[src/design/kmeans_pkg.sv]
package kmeans_pkg;

    localparam int MAX_CLUSTERS = 7;

    typedef logic [8:0]  x_coord_t;
    typedef logic [7:0]  y_coord_t;
    typedef logic [2:0]  cluster_idx_t;
    typedef logic [9:0]  dist_t;    // Max 511 + 255
    typedef logic [23:0] sum_t;     // Also the divider width
    typedef logic [23:0] mass_t;    // Same width as sum_t, used as divisor

    typedef struct packed {
        x_coord_t x;
        y_coord_t y;
    } centroid_t;

    typedef struct packed {
        sum_t  x_sum;
        sum_t  y_sum;
        mass_t mass;
    } cluster_acc_t;

    typedef enum logic [1:0] {
        STORE,
        SCAN,
        DRAIN,
        DIVIDE
    } phase_t;

endpackage

[src/design/mask_packer.sv]
`timescale 1ns/1ps

module mask_packer import kmeans_pkg::*; #(
    parameter int FRAME_W = 320,
    parameter int FRAME_H = 180,
    parameter int WORD_BITS = 64,
    localparam int WORDS = FRAME_W / WORD_BITS * FRAME_H,
    localparam int AW = $clog2(WORDS)
) (
    input  logic                 clk_in,
    input  logic                 rst_in,
    input  logic                 store_en,
    input  x_coord_t             x_in,
    input  y_coord_t             y_in,
    input  logic                 mask_in,
    output logic                 wr_en,
    output logic [AW-1:0]        wr_addr,
    output logic [WORD_BITS-1:0] wr_data
);

    localparam int LANE_W = $clog2(WORD_BITS);

    logic              in_frame;
    logic [LANE_W-1:0] lane;

    assign in_frame = store_en && (int'(x_in) < FRAME_W) && (int'(y_in) < FRAME_H);
    assign lane     = x_in[LANE_W-1:0];

    // Word goes out the cycle after its last lane
    always_ff @(posedge clk_in) begin
        if (rst_in) begin
            wr_en <= 1'b0;
        end else begin
            wr_en <= in_frame && (lane == LANE_W'(WORD_BITS - 1));
        end
    end

    always_ff @(posedge clk_in) begin
        if (in_frame) begin
            if (lane == '0) begin
                wr_data <= WORD_BITS'(mask_in);   // Fresh word
            end else begin
                wr_data <= wr_data | (WORD_BITS'(mask_in) << lane);
            end
            wr_addr <= AW'(int'(y_in) * (FRAME_W / WORD_BITS) + int'(x_in) / WORD_BITS);
        end
    end

endmodule

[config.mk]
export PLATFORM = sky130hd
export DESIGN_NAME = mask_packer
export DESIGN_NICKNAME = d
export VERILOG_FILES = /design/src/design/kmeans_pkg.sv /design/src/design/mask_packer.sv
export SDC_FILE = /design/constraint.sdc
export NUM_CORES = 1
export LEC_CHECK = 0
export BUFFER_PORTS_ARGS = -buffer_cell sky130_fd_sc_hd__buf_2
export CAP_MARGIN = 15
export CORE_MARGIN = 4
export CORE_UTILIZATION = 53
export DETAILED_ROUTE_END_ITERATION = 7
export HOLD_SLACK_MARGIN = 0.1
export PLACE_DENSITY = 0.8
export SYNTH_ARGS = -nofsm -noshare
export SYNTH_HDL_FRONTEND = slang
export SYNTH_SLANG_ARGS = --single-unit
[constraint.sdc]
create_clock -name clk_in -period 3.6 [get_ports clk_in]
set_input_delay 0.36 -clock clk_in [delete_from_list [all_inputs] [get_ports clk_in]]
set_output_delay 0.36 -clock clk_in [all_outputs]
set_load 0.1 [all_outputs]
==> reports/qor.yml, run 1 <==
run_status: "complete, no violations"
clk_latency_ns: 0.34
critPathKind: "input port to flop"
fin_setup_tns_ns: 0
r2r_end: "wr_data[4]$_SDFFCE_PP0P_"
drt_first_pass_iters: 5
layout.nets: 448
grtUsageTotal_pct: 20.9
synth_seq_area_share_pct: 60.8
hold_class: "input port to flop"
via_per_inst: 5.55
core_area_um2: 6790
power.internal_w: 0.00160
worst_slack_ns: 1.54
peakVddDrop_uv: 294
wire_per_inst_um: 16.8
fmax_ghz: 0.485
startpoint_type: "input port"
avgSynthCellArea_um2: 12.0
cp_max_fo: 3
synthFlopType: "edfxtp_1"
timing.hold.ws_ns: 0.334
die_x_um: 91.4
reg2reg_depth: 2
areaGrowthSynthToFinish_pct: 20.2
whs_path_depth: 3
finalNonFillerCells: 504
initial_core_util_pct: 54.3
worst_slew_pin_slew_ns: 1.06
io_pins: 96
rsz0062_at_grt: "no"
p_sw_w: 0.000822
critPathArrivalTime_ns: 2.15
mappedNetlistArea_um2: 3690
regArea_um2: 2240
h-tree-depth: 3
synth.largest_area_cell: "edfxtp_1"
finalHoldViolCount: 0
drc: 0
diodes: 0
layout_common_cells: "buf_2 (95), edfxtp_1 (74), nor2_1 (72), a21oi_1 (71), ha_1 (23)"
layout_commonest_cell: "buf_2"
hpwlAfterDp_um: 5820
rows: 30
cts_resized: 0
syn_nets: 352
synthArstFlopShare_pct: 0
p_comb_share_pct: 25.2
timing.rr.start: "wr_data[4]$_SDFFCE_PP0P_"
yosysWarnings: 0
end_kind: "flop"
drt_first_iter_violations: 227
grt_pass1_wl_um: 13600
setup_viol: 0
multiInputGateArea_um2: 1330
cts_buffer_depth: 2
die-area_um2: 8360
synth_top_area_share_pct: 60.3
cts_tree: "built"
synth_area_leaders: "edfxtp_1 (60%), a21oi_1 (9.6%), ha_1 (7.8%), nor2_1 (7.3%), buf_6 (2.4%)"
reg2reg_setup_slack_ns: 2.69
port_buffers: 95
pwr-share-seq_pct: 43.4
cp.required_ns: 3.69
grt_max_degree: 76
pre_cts_ws_ns: 1.20
cts.repair_timing.setup_buffer_count: 0
vias: 2799
synth_cell_types: 39
drv_cap: 0
holdCritStartpoint: "rst_in"
postRouteAntennaNets: 0
fin_crit_ns: 2.06
routabilityCongestion: 0.791
synth_seq_cells: 75
holdBufCountCts: 0
drive_above_1_share_pct: 29.4
wl_um: 8460
cp-startpoint: "y_in[0]"
grt_antenna_before_repair: 0
syn-instance-count: 307
drv_slew: 0
p_sw_share_pct: 34.0
slew_headroom_pct: 28.8
first_global_vias: 2581
post-route-util_pct: 65.2
fin_skew_ns: 0
fin_crit_sh_pct: 57.2
hold_end: "wr_en$_SDFF_PP0_"
pwr-share-clk_pct: 31.4
clockRootBuffer: "clkbuf_8"
die_h_um: 91.4
power_density_nw_per_um2: 546
numCtsBuffers: 9
placed_cells: 488
cts.sinks: 75
p_leak_nw: 1.85
synth_edf_count: 74
clk_pin_slew_ns: 0.08
grt.overflow.total: 0
num-fill-cells: 556
routing by layer:
metal | GRT usage, % | part of all wire [%] | vias up
li1 | - | - | 1323
met1 | 27.7 | 42 | 1323
met2 | 33.2 | 48 | 140
met3 | 5.22 | 8.0 | 13
met4 | 8.04 | 1.6 | 0
met5 | 0 | 0 | -
sequential cells by signal, indices dropped and copies added (netlist names):
| register | flops |
|---|---|
| wr_addr | 10 |
| wr_data | 64 |
| wr_en | 1 |
cells in the mapped netlist (2+ instances only):
library cell   n
a21oi_1       71
and3_1         3
buf_6          8
edfxtp_1      74
ha_1          23
inv_1          2
mux2i_1        2
nand2_1        8
nand2b_1       4
nand3_1        3
nor2_1        72
nor3_1         4
nor3b_2        3
o21ai_0        2
xnor2_1        2
xor2_1         3
kinds of logic after synthesis:
family	after synthesis	share of synthesized area, %
buffers and inverters	14	3.19
AOI/OAI and AO/OA	81	11.7
xor gates and xnor gates	5	1.19
and+or+nand+nor	104	13.5
DFF	75	60.8
muxes	4	1.26
adders and majority gates	24	8.35
how the worst max path moves through the flow:
stage / to / slack [ns] / cells past startpoint
2_1_floorplan: wr_addr[0]$_DFFE_PP_ / 0.69 / 3
3_3_place_gp: wr_addr[8]$_DFFE_PP_ / 1.26 / 8
3_5_place_dp: wr_addr[6]$_DFFE_PP_ / 1.20 / 8
4_1_cts: wr_addr[6]$_DFFE_PP_ / 1.56 / 8
5_1_grt: wr_addr[8]$_DFFE_PP_ / 1.49 / 8
6_report: wr_addr[6]$_DFFE_PP_ / 1.54 / 8
power groups by stage:
stage | Combinational, W | Clock (W) | Sequential [W]
after floorplan | 0.000164 | 0 | 0.00141
after global placement | 0.000599 | 0 | 0.00107
after detailed placement | 0.000609 | 0 | 0.00107
after CTS | 0.000611 | 0.000764 | 0.00105
after global routing | 0.000646 | 0.000802 | 0.00105
final | 0.000609 | 0.000760 | 0.00105
critical path, cell delays in order:
cell	delay (ns)
buf_2	0.12
ha_1	0.30
ha_1	0.33
ha_1	0.32
a211o_1	0.32
a21oi_1	0.14
o21bai_1	0.10
xor2_1	0.15
layout make-up:
class,instances,area share (%)
well taps,96,2.71
multi-input cells,218,30.0
flip-flops and latches,75,50.6
clock buffers,10,2.88
clock inverters,6,2.34
repair buffers,97,11.3
inverters,2,0.169
per-stage QoR:
step	power [W]	area, µm²
after floorplan	0.00158	3690
after global placement	0.00167	4200
after detailed placement	0.00168	4200
after CTS	0.00242	4430
after global routing	0.00250	4430
final	0.00242	4430
Note: power is estimated with default switching activity, not from simulation.
==> inputs of run 2 (changes only) <==
--- a/config.mk
+++ b/config.mk
@@ -5,13 +5,14 @@
 export SDC_FILE = /design/constraint.sdc
 export NUM_CORES = 1
 export LEC_CHECK = 0
+export ABC_AREA = 1
 export BUFFER_PORTS_ARGS = -buffer_cell sky130_fd_sc_hd__buf_2
 export CAP_MARGIN = 15
 export CORE_MARGIN = 4
-export CORE_UTILIZATION = 53
+export CORE_UTILIZATION = 55
 export DETAILED_ROUTE_END_ITERATION = 7
 export HOLD_SLACK_MARGIN = 0.1
-export PLACE_DENSITY = 0.8
+export PLACE_DENSITY = 0.81
 export SYNTH_ARGS = -nofsm -noshare
 export SYNTH_HDL_FRONTEND = slang
 export SYNTH_SLANG_ARGS = --single-unit
==> constraint.sdc (replaced) <==
create_clock -name clk_in -period 2.1 [get_ports clk_in]
set_input_delay 0.21 -clock clk_in [delete_from_list [all_inputs] [get_ports clk_in]]
set_output_delay 0.21 -clock clk_in [all_outputs]
set_load 0.1 [all_outputs]
==> run 2 against run 1 <==
Worst setup slack lost 1.2 ns. Count of clock-buffer cells in the layout grew 1. Design area grew 14%. Final cell count grew 22%. Clock skew is the same. Via count grew 15%. Largest power group unchanged. Total power grew 65%. Highest routed layer unchanged. Critical endpoint is now wr_addr[7]$_DFFE_PP_. Global-route usage grew 0.28 points. Largest cell class unchanged. Hold slack lost 0.16 ns. Sequential cell count is the same.
==> reports/qor.yml, run 2 <==
run_status: "complete, no violations"  # unchanged
grt.overflow.total: 0  # unchanged
fin_skew_ns: 0  # unchanged
holdBufCountCts: 0  # unchanged
fin_crit_ns: 1.79
worst_slew_pin_slew_ns: 0.540  # was 1.06 ns
die_h_um: 97.3  # was 91.4 µm
first_global_vias: 3221  # was 2581
cts.repair_timing.setup_buffer_count: 0  # unchanged
via_per_inst: 5.25  # was 5.55
peakVddDrop_uv: 430  # was 294 µV
die_x_um: 97.3  # was 91.4 µm
yosysWarnings: 0  # unchanged
clk_pin_slew_ns: 0.08  # about the same
grtUsageTotal_pct: 21.2  # was 20.9%
drc: 0  # unchanged
synth_cell_types: 26  # was 39
grtUsageMet2_pct: 33.2  # about the same
grt.busiest_layer: "met2"  # unchanged
mappedNetlistArea_um2: 4380  # was 3690 µm²
end_kind: "flop"  # unchanged
cts.sinks: 75  # unchanged
syn_nets: 458  # was 352
reg_top3: "wr_data: 64 flops, wr_addr: 10 flops, wr_en: 1 flops"  # unchanged
initial_core_util_pct: 56.7  # was 54.3%
synthFlopType: "edfxtp_1"  # unchanged
wl_um: 9700  # was 8460 µm
use_met1_pct: 28.4  # was 27.7%
drv_slew: 0  # unchanged
slew_headroom_pct: 64.0  # was 28.8%
hpwlAfterDp_um: 6890  # was 5820 µm
core_area_um2: 7730  # was 6790 µm²
areaGrowthSynthToFinish_pct: 15.3  # was 20.2%
routabilityCongestion: 0.825  # was 0.791
finalHoldViolCount: 0  # unchanged
crit_slowest_cell: "fa_1"  # was ha_1
rows: 32  # was 30
hold_class: "input port to flop"  # unchanged
drive_above_1_share_pct: 38.2  # was 29.4%
fmax_ghz: 0.559
yosysMostFrequentCell: "inv_1"  # was edfxtp_1
postRouteAntennaNets: 0  # unchanged
drv_cap: 0  # unchanged
largest_register: "wr_data"  # unchanged
critPathMostFrequentCell: "nand2_1"  # was ha_1
grt_antenna_before_repair: 0  # unchanged
drt_first_iter_violations: 215  # was 227
synth_top_area_share_pct: 50.7  # was 60.3%
path_buf_inv: 1  # unchanged
h-tree-depth: 3  # unchanged
numCtsBuffers: 9  # unchanged
startpoint_type: "input port"  # unchanged
cts_buffer_depth: 2  # unchanged
power_density_nw_per_um2: 791  # was 546 nW/µm²
io_pins: 96  # unchanged
path_cells: "buf_2 > ha_1 > ha_1 > fa_1 > nand3_1 > nand3_1 > nand2_1 > nand2_1 > nand2_1 > nand2_1"  # was buf_2 > ha_1 > ha_1 > ha_1 > a211o_1 > a21oi_1 > o21bai_1 > xor2_1
diodes: 0  # unchanged
vias: 3230  # was 2799
synth_area_leaders: "edfxtp_1 (51%), a21oi_2 (12%), nand3_1 (8.2%), inv_1 (7.5%), ha_1 (6.6%)"  # was edfxtp_1 (60%), a21oi_1 (9.6%), ha_1 (7.8%), nor2_1 (7.3%), buf_6 (2.4%)
layout_commonest_cell: "buf_2"  # unchanged
fin_setup_tns_ns: 0  # unchanged
clk_latency_ns: 0.35  # was 0.34 ns
synth_seq_area_share_pct: 51.1  # was 60.8%
setup_viol: 0  # unchanged
clockRootBuffer: "clkbuf_8"  # unchanged
grt_pass1_wl_um: 16200  # was 13600 µm
cts_tree: "built"  # unchanged
cts_resized: 0  # unchanged
cp_max_fo: 3  # unchanged
netlist_top_cells_count: "inv_1 (88), edfxtp_1 (74), nand3_1 (72)"  # was edfxtp_1 (74), nor2_1 (72), a21oi_1 (71)
synthArstFlopShare_pct: 0  # unchanged
cpLargestDelayFamily: "adder cells"  # unchanged
layout_common_cells: "buf_2 (95), inv_1 (87), edfxtp_1 (74), nand3_1 (72), a21oi_2 (60)"  # was buf_2 (95), edfxtp_1 (74), nor2_1 (72), a21oi_1 (71), ha_1 (23)
cpPeakStageDelay_ns: 0.47  # was 0.33 ns
cp.required_ns: 2.20  # was 3.69 ns
synth.largest_area_cell: "edfxtp_1"  # unchanged
syn-instance-count: 413  # was 307
wire_per_inst_um: 15.8  # was 16.8 µm
fin_crit_sh_pct: 85.2
post-route-util_pct: 65.4  # was 65.2%
avgSynthCellArea_um2: 10.6  # was 12.0 µm²
die-area_um2: 9460  # was 8360 µm²
grt_use_met3_pct: 5.81  # was 5.22%
p_leak_nw: 2.20  # was 1.85 nW
synth_seq_cells: 75  # unchanged
rsz0062_at_grt: "no"  # unchanged
largest_reg_flops: 64  # unchanged
synth_edf_count: 74  # unchanged
grt_max_degree: 64  # was 76
port_buffers: 95  # unchanged
critPathKind: "input port to flop"  # unchanged
critPathArrivalTime_ns: 1.89  # was 2.15 ns
layout.nets: 553  # was 448
drt_first_pass_iters: 5  # unchanged
power_w: 0.00400  # was 0.00242 W
run 2: changes by cell type after synthesis, sizes merged, moves of 6 or more:
cell   before  now
nand2       8   40
nor2       72   16
a21oi      71   65
inv         2   94
nand3       3   72
run 2: power by group:
part	internal, W	total [W]	switching (W)
Sequential	0.00176	0.00180	0.0000360
Clock	0.000544	0.00107	0.000529
Combinational	0.000218	0.00113	0.000911
Total	0.00252	0.00400	0.00148
run 2: kinds of logic (layout without fill, tap and decap cells):
kind of cell    after synthesis  count (layout)  share of synthesized area (%)
flops                        75              75                           51.1
compound gates               67              67                           12.8
buf+inv                     111             211                           12.6
simple gates                132             132                           15.6
xor+xnor                      4               4                          0.799
fa+ha+maj                    24              24                           7.02
run 2: per-layer routing:
layer  part of all wire [%]  vias to the layer above
li1                       -                     1573
met1                     41                     1508
met2                     47                      134
met3                     10                       15
met4                    1.6                        0
met5                      0                        -
run 2: stage by stage:
step / instance area [µm²] / setup WS (ns) / hold WS [ns] / std cells
final: 5050 / 0.311 / 0.172 / 615
after global routing: 5050 / 0.207 / 0.174 / 615
after CTS: 5050 / 0.312 / 0.162 / 615
after detailed placement: 4870 / -0.0446 / 0.521 / 599
after global placement: 4870 / -0.00232 / 0.530 / 599
after floorplan: 4390 / 0.108 / 0.379 / 413
run 2: path summary, 6_finish.rpt:
kind / cells after the start / from / slack [ns] / end
min reg2reg: 2 / wr_data[17]$_SDFFCE_PP0P_ / 0.62 / wr_data[17]$_SDFFCE_PP0P_
max reg2reg: 4 / wr_data[0]$_DFFE_PP_ / 1.22 / wr_data[0]$_DFFE_PP_
max: 10 / y_in[0] / 0.31 / wr_addr[7]$_DFFE_PP_
min: 2 / y_in[0] / 0.17 / wr_addr[0]$_DFFE_PP_
run 2: final cells by class:
type / instances / area, µm²
fill: 634 / 2670
tap: 102 / 128
sequential: 75 / 2240
timing repair buffer: 101 / 546
multi-input combinational: 227 / 1590
inverter: 94 / 364
clock buffer: 11 / 131
clock inverter: 5 / 53.8
