==> src/design/kmeans_pkg.sv <==
package kmeans_pkg;

    localparam int MAX_CLUSTERS = 7;

    typedef logic [8:0]  x_coord_t;
    typedef logic [7:0]  y_coord_t;
    typedef logic [2:0]  cluster_idx_t;
    typedef logic [9:0]  dist_t;    // Max 511 + 255
    typedef logic [23:0] sum_t;     // Also the divider width
    typedef logic [23:0] mass_t;    // Same width as sum_t, used as divisor

    typedef struct packed {
        x_coord_t x;
        y_coord_t y;
    } centroid_t;

    typedef struct packed {
        sum_t  x_sum;
        sum_t  y_sum;
        mass_t mass;
    } cluster_acc_t;

    typedef enum logic [1:0] {
        STORE,
        SCAN,
        DRAIN,
        DIVIDE
    } phase_t;

endpackage

==> src/design/centroid_divider.sv <==
`timescale 1ns/1ps

module centroid_divider import kmeans_pkg::*; (
    input  logic  clk_in,
    input  logic  rst_in,
    input  logic  start,
    input  sum_t  dividend,
    input  mass_t divisor,
    output sum_t  quotient,
    output logic  quot_valid
);

    localparam int W = $bits(sum_t);

    logic [W-1:0]         rem;
    mass_t                div_q;
    logic [W:0]           shifted;
    logic [W:0]           trial;
    logic [$clog2(W)-1:0] step;
    logic                 busy;

    assign shifted = {rem, quotient[W-1]};
    assign trial   = shifted - {1'b0, div_q};

    always_ff @(posedge clk_in) begin
        if (rst_in) begin
            busy       <= 1'b0;
            step       <= '0;
            quot_valid <= 1'b0;
        end else begin
            quot_valid <= 1'b0;
            if (start) begin
                busy <= 1'b1;
                step <= '0;
            end else if (busy) begin
                step <= step + 1'b1;
                if (int'(step) == W - 1) begin
                    busy       <= 1'b0;
                    quot_valid <= 1'b1;
                end
            end
        end
    end

    // Quotient bits shift in as dividend bits shift out
    always_ff @(posedge clk_in) begin
        if (start) begin
            rem      <= '0;
            quotient <= dividend;
            div_q    <= divisor;
        end else if (busy) begin
            if (!trial[W]) begin
                rem      <= trial[W-1:0];
                quotient <= {quotient[W-2:0], 1'b1};
            end else begin
                rem      <= shifted[W-1:0];   // Restore
                quotient <= {quotient[W-2:0], 1'b0};
            end
        end
    end

endmodule

==> config.mk <==
export PLATFORM = sky130hd
export DESIGN_NAME = centroid_divider
export DESIGN_NICKNAME = d
export VERILOG_FILES = /design/src/design/kmeans_pkg.sv /design/src/design/centroid_divider.sv
export SDC_FILE = /design/constraint.sdc
export NUM_CORES = 1
export LEC_CHECK = 0
export ABC_CLOCK_PERIOD_IN_PS = 3700
export BUFFER_PORTS_ARGS = -buffer_cell sky130_fd_sc_hd__clkbuf_2
export CORE_ASPECT_RATIO = 0.8
export CORE_MARGIN = 5
export CORE_UTILIZATION = 35
export DETAILED_ROUTE_END_ITERATION = 10
export PLACE_DENSITY_LB_ADDON = 0.12
export SETUP_SLACK_MARGIN = 0.1
export SYNTH_ARGS = -nofsm -noshare
export SYNTH_HDL_FRONTEND = slang
export SYNTH_SLANG_ARGS = --single-unit
==> constraint.sdc <==
create_clock -name clk_in -period 3.7 [get_ports clk_in]
set_input_delay 0.925 -clock clk_in [delete_from_list [all_inputs] [get_ports clk_in]]
set_output_delay 0.925 -clock clk_in [all_outputs]
set_load 0.005 [all_outputs]
==> results by group, run 1 <==
Cells and area
  • Commonest non-fill, non-tap cell in the layout: clkbuf_2
  • Fraction of layout cells with a size suffix above 1: roughly a quarter
  • Commonest cells after routing, fill and taps aside: clkbuf_2 (74), edfxtp_1 (48), nor2_1 (42)
  • Final #Nets: roughly 570
  • Ant diodes: 0
  • Fin cells: between 600 and 700
  • Area grow syn2layout: 18.00%
  • Finished Cell Area: between 5000 and 6000 sq um

Pwr
  • Pint: 1.812 mW
  • Seq pwr share: a little over two fifths
  • Cell area power density: roughly 470 nW/um^2
  • Clk pwr share: about a third
  • P_sw: 736.7 uW
  • Combinational cell fraction of total power: a little under a quarter
  • Peak supply drop: 0.3059 mV
  • Static Leak: 2.319 nW
  • Sw Share: approximately 29%

Synthesis
  • Share of the yosys chip area belonging to registers: approximately 45%
  • Post-Syn Nets: between 500 and 600
  • Synthesized instance count: 430
  • Distinct cells, synth: 62
  • Post-synth EDFFs: between 40 and 50
  • Yosys warns: 0
  • Synthesized flop and latch total: slightly below 80
  • Top cell type's share of synthesized area: a little under a third
  • Area of the mapped netlist: approximately 4600 sq um
  • Ys async rst share: 0%
  • Top cells by area, synth: edfxtp_1 (32%), dfxtp_1 (14%), ha_1 (6.8%)
  • Ys flop type: edfxtp_1
  • Mapped Avg Cell Area: 10.62 sq um
  • Area leader, netlist: edfxtp_1

STA
  • Period utilization: between 80% and 90%
  • Hold Vio Cnt, Final: 0
  • Measured slew at the worst slew-check pin: 1.027 ns
  • Final Skew: about 0.008 ns
  • Slew margin rel.: a little under a third
  • RSZ-0062 raised after global routing: false
  • Max Freq: between 300 and 400 MHz
  • Final setup margin: 0.4526 ns
  • Max Slew Vio Count: 0
  • Min Tclk post-route: roughly 3.2 ns
  • Final setup TNS: 0 ns
  • Endpoints failing setup: 0
  • Worst hold slack: between 0.5 and 0.6 ns

Floorplan
  • Initial Util: between 30% and 40%
  • # IOs: between 70 and 80
  • Chip height: 112.2 um
  • Die width: between 100 and 150 um
  • Area of the core: between 10,000 and 15,000 sq um
  • # rows: 37
  • Full die area: 15,450 sq um

Global route
  • GRT Total Usage: between 10% and 20%
  • Met3 Resource Use GR: under 10%
  • Largest net degree at the start of global routing: between 50 and 60
  • Met2 Resource Use GR: between 10% and 20%
  • Number of global-route vias before repair: between 3,000 and 4,000
  • Grt peak-use layer: met1
  • GRT overflow: 0
  • Initial antenna violation count: 0
  • Routing usage on met1: 19.31%
  • First-pass GRT wire length: around 17,000 um

Setup path
  • Critical path's slowest cell: or4_1
  • Worst Setup EP: rem[1]$_SDFFE_PP0P_
  • Critical Path RT: 3.95 ns
  • RR Startpoint: quotient[23]$_DFFE_PP_
  • R2r endpoint: rem[1]$_SDFFE_PP0P_
  • Critical Path Source: quotient[23]$_DFFE_PP_
  • Reg2Reg Depth: 11
  • Critical path class: flip-flop to flip-flop
  • CP Capture Type: flip-flop
  • Slowest Stage Delay on Critical Path: between 0.5 and 0.6 ns
  • Critical-path maximum fanout: 34
  • Crit path launch type: flip-flop
  • Crit path cell chain: inv_1 -> ha_1 -> fa_1 -> nand2b_1 -> a21oi_1 -> o21ba_4 -> nor4b_4 -> nor4_2 -> o2bb2ai_4 -> or4_1 -> o311ai_1
  • WP data arrival: 3.50 ns
  • R2R Setup Slk: 0.45 ns

Placed design
  • Post-DP HPWL: 7134 um
  • PortBufs: between 70 and 80
  • Cells after DPL: around 660
  • Placement Cell Area: between 5000 and 6000 sq um
  • Post-Place Setup Slack: between 0.4 and 0.5 ns
  • Final weighted congestion in routability-driven placement: 0.8272

Clock tree
  • Worst-skew pair later-pin latency: around 0.34 ns
  • Clock buffer depth: 2
  • Post-CTS resize count: 0
  • Inserted Clock Buffers: 9
  • CTS tree: done
  • Postcts setup bufs: 0
  • Clock Tree Root: clkbuf_16
  • Clock Pin Slew Worst Setup and Hold Paths: ~0.060 ns
  • Hold-fix buffers at CTS: 0
  • CTS H-Tree Depth: 3
  • Clock Sinks: slightly below 80

Detailed routing
  • Routed wire length: 9957 um
  • DR vias: 3,409
  • First-pass iteration count of the detailed router: 4
  • Vias per inst: slightly above 5
  • DRC: 0
  • Antenna Nets Post-Route: 0
  • WL/cell: 14.71 um
  • Initial drt markers: 185

Worst hold path
  • Min-Delay Path Class: flip-flop to flip-flop
  • Hold Crit Depth: 2

Run
  • Max-cap violation count: 0

Run status
  • Status: finished clean
logic make-up after synthesis:
| group | count (synthesis) | synth area share, % |
|---|---|---|
| xor+xnor | 21 | 4.026 |
| mux | 40 | 9.422 |
| flops | 79 | 45.14 |
| simple gates | 109 | 12.87 |
| fa+ha+maj | 26 | 7.286 |
| compound gates | 100 | 16.27 |
| buf+inv | 55 | 4.985 |
layer usage:
metal	up-vias	wire length (um)
li1	1733	-
met4	0	131
met3	12	669
met5	-	0
met2	71	4122
met1	1593	5035
worst max-delay path, delay by kind of cell, from the launching register on:
family / cells / cell delay (ns)
simple gates: 4 / 1.10
flops: 1 / 0.37
fa+ha+maj: 2 / 0.62
compound gates: 4 / 0.99
buf+inv: 1 / 0.06
area by class of cell:
type / instances / area [sq um]
clock buffers: 11 / 232.7
clock inverters: 5 / 60.06
fillers: 1264 / 7433
inverters: 32 / 120.1
multi-input cells: 296 / 2278
flip-flops and latches: 79 / 2062
well taps: 175 / 219.0
repair buffers: 79 / 417.9
synth_stat cells, types with 2 or more instances:
cell	number
ha_1	25
nand3b_1	3
nand2b_1	6
nor2_1	42
clkbuf_1	15
o21a_1	4
nor2b_1	2
or2_2	2
nor4_2	3
nand4_1	4
edfxtp_1	48
a211oi_1	19
a41oi_1	4
nor3b_1	4
buf_6	2
mux2_2	23
a311oi_1	6
xor2_1	12
mux2i_1	16
a21oi_1	23
o31ai_1	4
a21o_1	7
buf_1	3
inv_1	31
o211ai_1	6
xnor2_1	9
nand2_1	21
and3_1	4
a31oi_1	2
dfxtp_1	31
nand3_1	5
nor3_1	3
nand4b_1	2
o21ai_0	11
power by group through the flow:
stage	Clock, mW	Combinational (mW)	Sequential, mW
final	0.885	0.598	1.06
after global routing	0.961	0.679	1.07
after CTS	0.927	0.607	1.07
after detailed placement	0	0.605	1.08
after global placement	0	0.599	1.08
after floorplan	0	0.454	1.08
sequential cells by signal, summed over array words and instances, names as in the netlist:
| register | cells |
|---|---|
| div_q | 24 |
| rem | 24 |
| busy | 1 |
| step | 5 |
| quot_valid | 1 |
| quotient | 24 |
how the worst min path moves through the flow:
stage                              start  slack, ns                     to
floorplan           step[4]$_SDFFE_PP0P_       0.47  quot_valid$_SDFF_PP0_
global route         rem[6]$_SDFFE_PP0P_       0.52    rem[6]$_SDFFE_PP0P_
global placement    step[4]$_SDFFE_PP0P_       0.49  quot_valid$_SDFF_PP0_
finish               rem[6]$_SDFFE_PP0P_       0.50    rem[6]$_SDFFE_PP0P_
detailed placement  step[4]$_SDFFE_PP0P_       0.50  quot_valid$_SDFF_PP0_
CTS                  rem[6]$_SDFFE_PP0P_       0.51    rem[6]$_SDFFE_PP0P_
metrics by stage:
stage / utilization [%] / power [mW]
final: 42.03 / 2.548
after floorplan: - / 1.530
after global routing: 42.03 / 2.715
after global placement: 39.75 / 1.682
after detailed placement: 39.75 / 1.688
after CTS: 42.03 / 2.600
Note: power is estimated with default switching activity, not from simulation.
==> run 2: changes to the inputs <==
--- a/config.mk
+++ b/config.mk
@@ -8,10 +8,11 @@
 export ABC_CLOCK_PERIOD_IN_PS = 3700
 export BUFFER_PORTS_ARGS = -buffer_cell sky130_fd_sc_hd__clkbuf_2
 export CORE_ASPECT_RATIO = 0.8
-export CORE_MARGIN = 5
+export CORE_MARGIN = 10
 export CORE_UTILIZATION = 35
 export DETAILED_ROUTE_END_ITERATION = 10
 export PLACE_DENSITY_LB_ADDON = 0.12
+export REMOVE_ABC_BUFFERS = 1
 export SETUP_SLACK_MARGIN = 0.1
 export SYNTH_ARGS = -nofsm -noshare
 export SYNTH_HDL_FRONTEND = slang
==> run 2 against run 1 <==
  * First-iteration DRC count grew 21%
  * Routed wire length grew 2.9%
  * Total power grew 1.0%
  * Core utilization unchanged
==> results by group, run 2 (synthesis results as in run 1) <==
Setup path
  • Critical path class: flip-flop to flip-flop
  • Top delay family on crit path: simple AND/OR/NAND/NOR gates
  • Critical Path RT: 3.93 ns (-0.02 ns)
  • CP Capture Type: flip-flop
  • Critical-path maximum fanout: 34 (unchanged)
  • Slowest Stage Delay on Critical Path: 0.53 ns (about the same)
  • WP data arrival: 3.50 ns (about the same)
  • CP Depth: 11 (unchanged)
  • Critical path's slowest cell: or4_1
  • Crit path launch type: flip-flop
  • CP bufs+invs: 1 (unchanged)
  • Crit path cell chain: inv_1 -> ha_1 -> fa_1 -> nand2b_1 -> a21oi_1 -> o21ba_4 -> nor4b_4 -> nor4_2 -> o2bb2ai_4 -> or4_1 -> o311ai_1
  • Reg2Reg Depth: 11 (unchanged)

Clock tree
  • Clock Pin Slew Worst Setup and Hold Paths: 0.07 ns (about the same)
  • Worst-skew pair later-pin latency: 0.33 ns (about the same)
  • Postcts setup bufs: 0 (unchanged)
  • CTS H-Tree Depth: 3 (unchanged)
  • Inserted Clock Buffers: 9 (unchanged)
  • Clock Tree Root: clkbuf_16
  • Hold-fix buffers at CTS: 0 (unchanged)
  • Post-CTS resize count: 0 (unchanged)
  • Clock Sinks: 79 (unchanged)
  • CTS tree: done
  • Clock buffer depth: 2 (unchanged)

STA
  • Max Slew Vio Count: 0 (unchanged)
  • Measured slew at the worst slew-check pin: 1.014 ns (-0.01265 ns)
  • Final setup TNS: 0 ns (unchanged)
  • Endpoints failing setup: 0 (unchanged)
  • RSZ-0062 raised after global routing: false
  • Final Skew: 0.006822 ns (-0.001086 ns)
  • Slew margin rel.: 32.27% (+0.84 points)
  • Hold Vio Cnt, Final: 0 (unchanged)
  • Max Freq: 305.8 MHz (-0.71%)
  • Min Tclk post-route: 3.271 ns (+0.02326 ns)
  • Worst hold slack: 0.5022 ns (+0.001213 ns)
  • Period utilization: 88.40% (+0.63 points)

Cells and area
  • Commonest non-fill, non-tap cell in the layout: clkbuf_2
  • Area grow syn2layout: 18.00% (unchanged)
  • Ant diodes: 0 (unchanged)
  • Fraction of layout cells with a size suffix above 1: 26.10% (+0.20 points)
  • Largest regs: div_q: 24 flops, quotient: 24 flops, rem: 24 flops
  • Final #Nets: 574 (unchanged)
  • Commonest cells after routing, fill and taps aside: clkbuf_2 (74), edfxtp_1 (48), nor2_1 (42)

Floorplan
  • Die width: 147.7 um (+7.3%)
  • Area of the core: 12,820 sq um (unchanged)
  • # IOs: 76 (unchanged)
  • Chip height: 122.2 um (+8.9%)
  • # rows: 37 (unchanged)
  • Full die area: 18,050 sq um (+17%)
  • Initial Util: 35.62% (unchanged)

Pwr
  • Static Leak: 2.324 nW (+0.24%)
  • Peak supply drop: 0.2314 mV (-24%)
  • Cell area power density: 477.7 nW/um^2 (+1.0%)

Global route
  • Met3 Resource Use GR: 5.298% (-0.75 points)
  • Largest net degree at the start of global routing: 51 (unchanged)
  • GRT overflow: 0 (unchanged)
  • Number of global-route vias before repair: 3,352 (-0.86%)
  • Grt peak-use layer: met1
  • Met2 Resource Use GR: 15.78% (-3.4 points)
  • Routing usage on met1: 16.16% (-3.1 points)
  • GRT Total Usage: 11.55% (-2.1 points)
  • Initial antenna violation count: 0 (unchanged)
  • First-pass GRT wire length: 17,080 um (+1.0%)

Detailed routing
  • Vias per inst: 4.936 (-2.0%)
  • DR vias: 3,342 (-2.0%)
  • First-pass iteration count of the detailed router: 5 (+1)
  • WL/cell: 15.13 um (+2.9%)
  • Routed wire length: 10,250 um (+2.9%)
  • DRC: 0 (unchanged)
  • Initial drt markers: 223 (+21%)
  • Antenna Nets Post-Route: 0 (unchanged)

Worst hold path
  • Hold Crit Depth: 2 (unchanged)
  • Min-Delay Path Class: flip-flop to flip-flop

Run
  • Max-cap violation count: 0 (unchanged)

Placed design
  • PortBufs: 75 (unchanged)
  • Post-DP HPWL: 7456 um (+4.5%)
  • Final weighted congestion in routability-driven placement: 0.7783 (-5.9%)

Run status
  • Status: finished clean
-- run 2: cell type report --
class,count,area [sq um]
multi-input cells,296,2278
clock inverters,7,80.08
well taps,175,219.0
clock buffers,9,225.2
flip-flops and latches,79,2062
inverters,32,120.1
fillers,1264,7433
repair buffers,79,405.4
-- run 2: worst paths after layout --
| path | endpoint | start | slack, ns |
|---|---|---|---|
| min reg2reg | rem[6]$_SDFFE_PP0P_ | rem[6]$_SDFFE_PP0P_ | 0.50 |
| max | rem[1]$_SDFFE_PP0P_ | quotient[23]$_DFFE_PP_ | 0.43 |
| max reg2reg | rem[1]$_SDFFE_PP0P_ | quotient[23]$_DFFE_PP_ | 0.43 |
| min | rem[6]$_SDFFE_PP0P_ | rem[6]$_SDFFE_PP0P_ | 0.50 |
-- run 2: routing by layer --
layer	wire, um	share of wire, %
met5	0	0
met4	39	0.38
met3	830	8.1
met2	4129	40
met1	5245	51
-- run 2: metrics by stage --
step | instances | power [mW] | area (sq um) | worst slack (ns) | util (%)
after floorplan | 407 | 1.506 | 4461 | 0.8361 | -
after global placement | 661 | 1.678 | 5085 | 0.5401 | 39.65
after detailed placement | 661 | 1.684 | 5085 | 0.4363 | 39.65
after CTS | 677 | 2.619 | 5390 | 0.4131 | 42.03
after global routing | 677 | 2.735 | 5390 | 0.2158 | 42.03
final | 677 | 2.575 | 5390 | 0.4294 | 42.03
-- run 2: worst reg2reg max path, cell delays in order (launching register included) --
cell and delay [ns]:
edfxtp_1 0.39, inv_1 0.06, ha_1 0.22, fa_1 0.40, nand2b_1 0.18, a21oi_1 0.27, o21ba_4 0.24, nor4b_4 0.06
nor4_2 0.35, o2bb2ai_4 0.37, or4_1 0.55, o311ai_1 0.10
-- run 2: report_power, final --
part / leakage, nW / switching (mW) / internal, mW / total (mW)
Combinational: 1.44 / 0.333 / 0.265 / 0.598
Sequential: 0.732 / 0.0430 / 1.02 / 1.06
Clock: 0.150 / 0.381 / 0.533 / 0.913
Total: 2.32 / 0.756 / 1.82 / 2.57
==> run 3: changes to the inputs <==
--- a/config.mk
+++ b/config.mk
@@ -5,6 +5,7 @@
 export SDC_FILE = /design/constraint.sdc
 export NUM_CORES = 1
 export LEC_CHECK = 0
+export ABC_AREA = 1
 export ABC_CLOCK_PERIOD_IN_PS = 3700
 export BUFFER_PORTS_ARGS = -buffer_cell sky130_fd_sc_hd__clkbuf_2
 export CORE_ASPECT_RATIO = 0.8
==> run 3 against run 2 <==
  * Final cell count rose by 49%
  * Largest cell class unchanged
  * Clock skew increased by 0.00078 ns
  * Via count rose by 35%
  * Sequential share of layout area fell by 4.3 points
  * Critical path type unchanged
  * Critical endpoint is now quotient[0]$_DFFE_PP_
  * Core utilization down 0.10 points
  * Area after synthesis rose by 15%
  * Clock power decreased by 3.2%
==> results by group, run 3 <==
Pwr
  • Cell area power density: 356.6 nW/um^2 (-25%)
  • Peak supply drop: 0.2192 mV (-5.3%)
  • Total chip power: 2.167 mW (-16%)
  • Static Leak: 3.230 nW (+39%)

Placed design
  • Post-DP HPWL: 10,130 um (+36%)
  • Placement Cell Area: 5787 sq um (+14%)
  • Post-Place Setup Slack: 1.217 ns (+0.7802 ns)
  • PortBufs: 75 (unchanged)
  • Final weighted congestion in routability-driven placement: 0.9113 (+17%)

Detailed routing
  • Routed wire length: 13,140 um (+28%)
  • Antenna Nets Post-Route: 0 (unchanged)
  • Vias per inst: 4.460 (-9.7%)
  • First-pass iteration count of the detailed router: 5 (unchanged)
  • Initial drt markers: 284 (+27%)
  • WL/cell: 12.99 um (-14%)
  • DRC: 0 (unchanged)
  • DR vias: 4,509 (+35%)

Synthesis
  • Distinct cells, synth: 39 (-37%)
  • Mapped Avg Cell Area: 7.031 sq um (-34%)
  • Share of the yosys chip area belonging to registers: 39.31% (-5.8 points)
  • Area leader, netlist: edfxtp_1
  • Yosys warns: 0 (unchanged)
  • Synthesized instance count: 746 (+73%)
  • Ys async rst share: 0% (unchanged)
  • Post-synth EDFFs: 48 (unchanged)
  • Most frequent cell after synthesis: nand2_1
  • Area of the mapped netlist: 5245 sq um (+15%)
  • Top cells by area, synth: edfxtp_1 (27%), nand2_1 (22%), dfxtp_1 (12%)
  • Synth top cells by count: nand2_1 (301), inv_1 (146), edfxtp_1 (48)
  • Top cell type's share of synthesized area: 27.48% (-4.1 points)
  • Ys flop type: edfxtp_1
  • Synthesized flop and latch total: 79 (unchanged)

Run
  • Max-cap violation count: 0 (unchanged)

Setup path
  • Critical path class: flip-flop to flip-flop
  • Critical Path RT: 3.78 ns (-0.15 ns)
  • Crit path launch type: flip-flop
  • CP Capture Type: flip-flop
  • WP data arrival: 2.56 ns (-0.94 ns)
  • Critical-path maximum fanout: 25 (-26%)

Cells and area
  • Finished Cell Area: 6077 sq um (+13%)
  • Ant diodes: 0 (unchanged)
  • Sequential Area: 2062 sq um (unchanged)
  • Final #Nets: 899 (+57%)
  • Fraction of layout cells with a size suffix above 1: 16.81% (-9.3 points)
  • Commonest non-fill, non-tap cell in the layout: nand2_1
  • Multi-input gate area: 2541 sq um (+12%)
  • Largest regs: div_q: 24 flops, quotient: 24 flops, rem: 24 flops
  • Area grow syn2layout: 15.86%
  • # fillers: 1,546 (+22%)
  • Commonest cells after routing, fill and taps aside: nand2_1 (301), inv_1 (146), clkbuf_2 (75)

Global route
  • GRT Total Usage: 13.58% (+2.0 points)
  • First-pass GRT wire length: 22,090 um (+29%)
  • Number of global-route vias before repair: 4,548 (+36%)
  • Largest net degree at the start of global routing: 42 (-18%)
  • Initial antenna violation count: 0 (unchanged)
  • GRT overflow: 0 (unchanged)

Clock tree
  • Clock Tree Root: clkbuf_16
  • Clock Sinks: 79 (unchanged)
  • Worst-skew pair later-pin latency: 0.34 ns (about the same)
  • Clock buffer depth: 2 (unchanged)
  • Post-CTS resize count: 0 (unchanged)
  • CTS H-Tree Depth: 3 (unchanged)
  • Clock Pin Slew Worst Setup and Hold Paths: 0.06 ns (about the same)
  • Hold-fix buffers at CTS: 0 (unchanged)
  • CTS tree: done
  • Postcts setup bufs: 0 (unchanged)
  • Inserted Clock Buffers: 9 (unchanged)

Worst hold path
  • Min-Delay Path Class: flip-flop to flip-flop

STA
  • Final setup margin: 1.221 ns (+0.7918 ns)
  • Endpoints failing setup: 0 (unchanged)
  • Max Freq: 403.4 MHz (+32%)
  • RSZ-0062 raised after global routing: false
  • Final setup TNS: 0 ns (unchanged)
  • Final Skew: 0.007603 ns (+0.0007800 ns)
  • Min Tclk post-route: 2.479 ns (-0.7918 ns)
  • Max Slew Vio Count: 0 (unchanged)
  • Measured slew at the worst slew-check pin: 0.9197 ns (-0.09455 ns)
  • Hold Vio Cnt, Final: 0 (unchanged)
  • Period utilization: 67.00% (-21 points)
  • Slew margin rel.: 38.62% (+6.3 points)

Run status
  • Status: finished clean

Floorplan
  • Area of the core: 14,490 sq um (+13%)
  • Initial Util: 36.19% (+0.57 points)
  • # rows: 39 (+5.4%)
  • Chip height: 129.5 um (+6.0%)
  • Full die area: 20,310 sq um (+13%)
  • # IOs: 76 (unchanged)
  • Die width: 156.9 um (+6.2%)
==> run 3: cell types whose count changed in the layout (fill, tap and decap cells not counted), sizes merged, moves of 8 or more <==
cell,previous run,this run
a211oi,20,1
inv,35,149
mux2,24,0
mux2i,16,0
nand3,5,44
a21oi,23,15
nand2,21,329
==> run 3: per-layer routing <==
| metal | up-vias | part of all wire, % | GRT usage (%) |
|---|---|---|---|
| met5 | - | 0 | 0 |
| met4 | 0 | 1.1 | 3.989 |
| met3 | 9 | 6.5 | 4.894 |
| met1 | 1974 | 53 | 18.48 |
| li1 | 2427 | - | - |
| met2 | 99 | 40 | 19.73 |
==> run 3: worst max-delay path, cell delays in order, from the launching register on <==
cell	delay (ns)
edfxtp_1	0.34
inv_1	0.06
ha_1	0.23
fa_1	0.43
inv_1	0.10
nand2_1	0.06
nand2_1	0.06
nand3_1	0.09
nand2_2	0.13
nand2_2	0.11
nand3_4	0.13
nand2_4	0.06
nand2_4	0.33
o21ai_1	0.09
==> run 3: final timing paths <==
path / end / slack (ns) / from / depth (start not counted)
setup / recovery: quotient[0]$_DFFE_PP_ / 1.22 / quotient[23]$_DFFE_PP_ / 13
hold / removal: rem[13]$_SDFFE_PP0P_ / 0.47 / rem[13]$_SDFFE_PP0P_ / 2
setup reg to reg: quotient[0]$_DFFE_PP_ / 1.22 / quotient[23]$_DFFE_PP_ / 13
hold reg to reg: rem[13]$_SDFFE_PP0P_ / 0.47 / rem[13]$_SDFFE_PP0P_ / 2
==> run 3: final cells by class <==
class	count	share of cell area, %
inverters	148	9.141
well taps	184	3.788
repair buffers	78	6.547
clock buffers	11	3.830
flip-flops and latches	79	33.93
multi-input cells	506	41.82
clock inverters	5	0.9471
==> run 3: power breakdown <==
group / leakage, nW / internal, mW / total, mW / switching (mW)
clock: 0.134 / 0.523 / 0.884 / 0.361
sequential: 0.732 / 0.995 / 1.02 / 0.0244
combinational: 2.36 / 0.0999 / 0.263 / 0.163
total: 3.23 / 1.62 / 2.17 / 0.549
==> run 3: cells by family after synthesis <==
group | after synthesis | synth area share [%]
AO/OA/AOI/OAI | 26 | 2.910
adder cells (fa/ha/maj) | 26 | 6.345
flip-flops | 79 | 39.31
buffers and inverters | 161 | 12.24
AND/OR/NAND/NOR | 442 | 37.19
XOR/XNOR | 12 | 2.004
==> run 3: stage by stage <==
| stage | instances | util (%) | hold WS, ns |
|---|---|---|---|
| floorplan | 733 | - | 0.4488 |
| global placement | 995 | 39.93 | 0.4616 |
| detailed placement | 995 | 39.93 | 0.4640 |
| CTS | 1011 | 41.93 | 0.4744 |
| global route | 1011 | 41.93 | 0.4989 |
| finish | 1011 | 41.93 | 0.4727 |
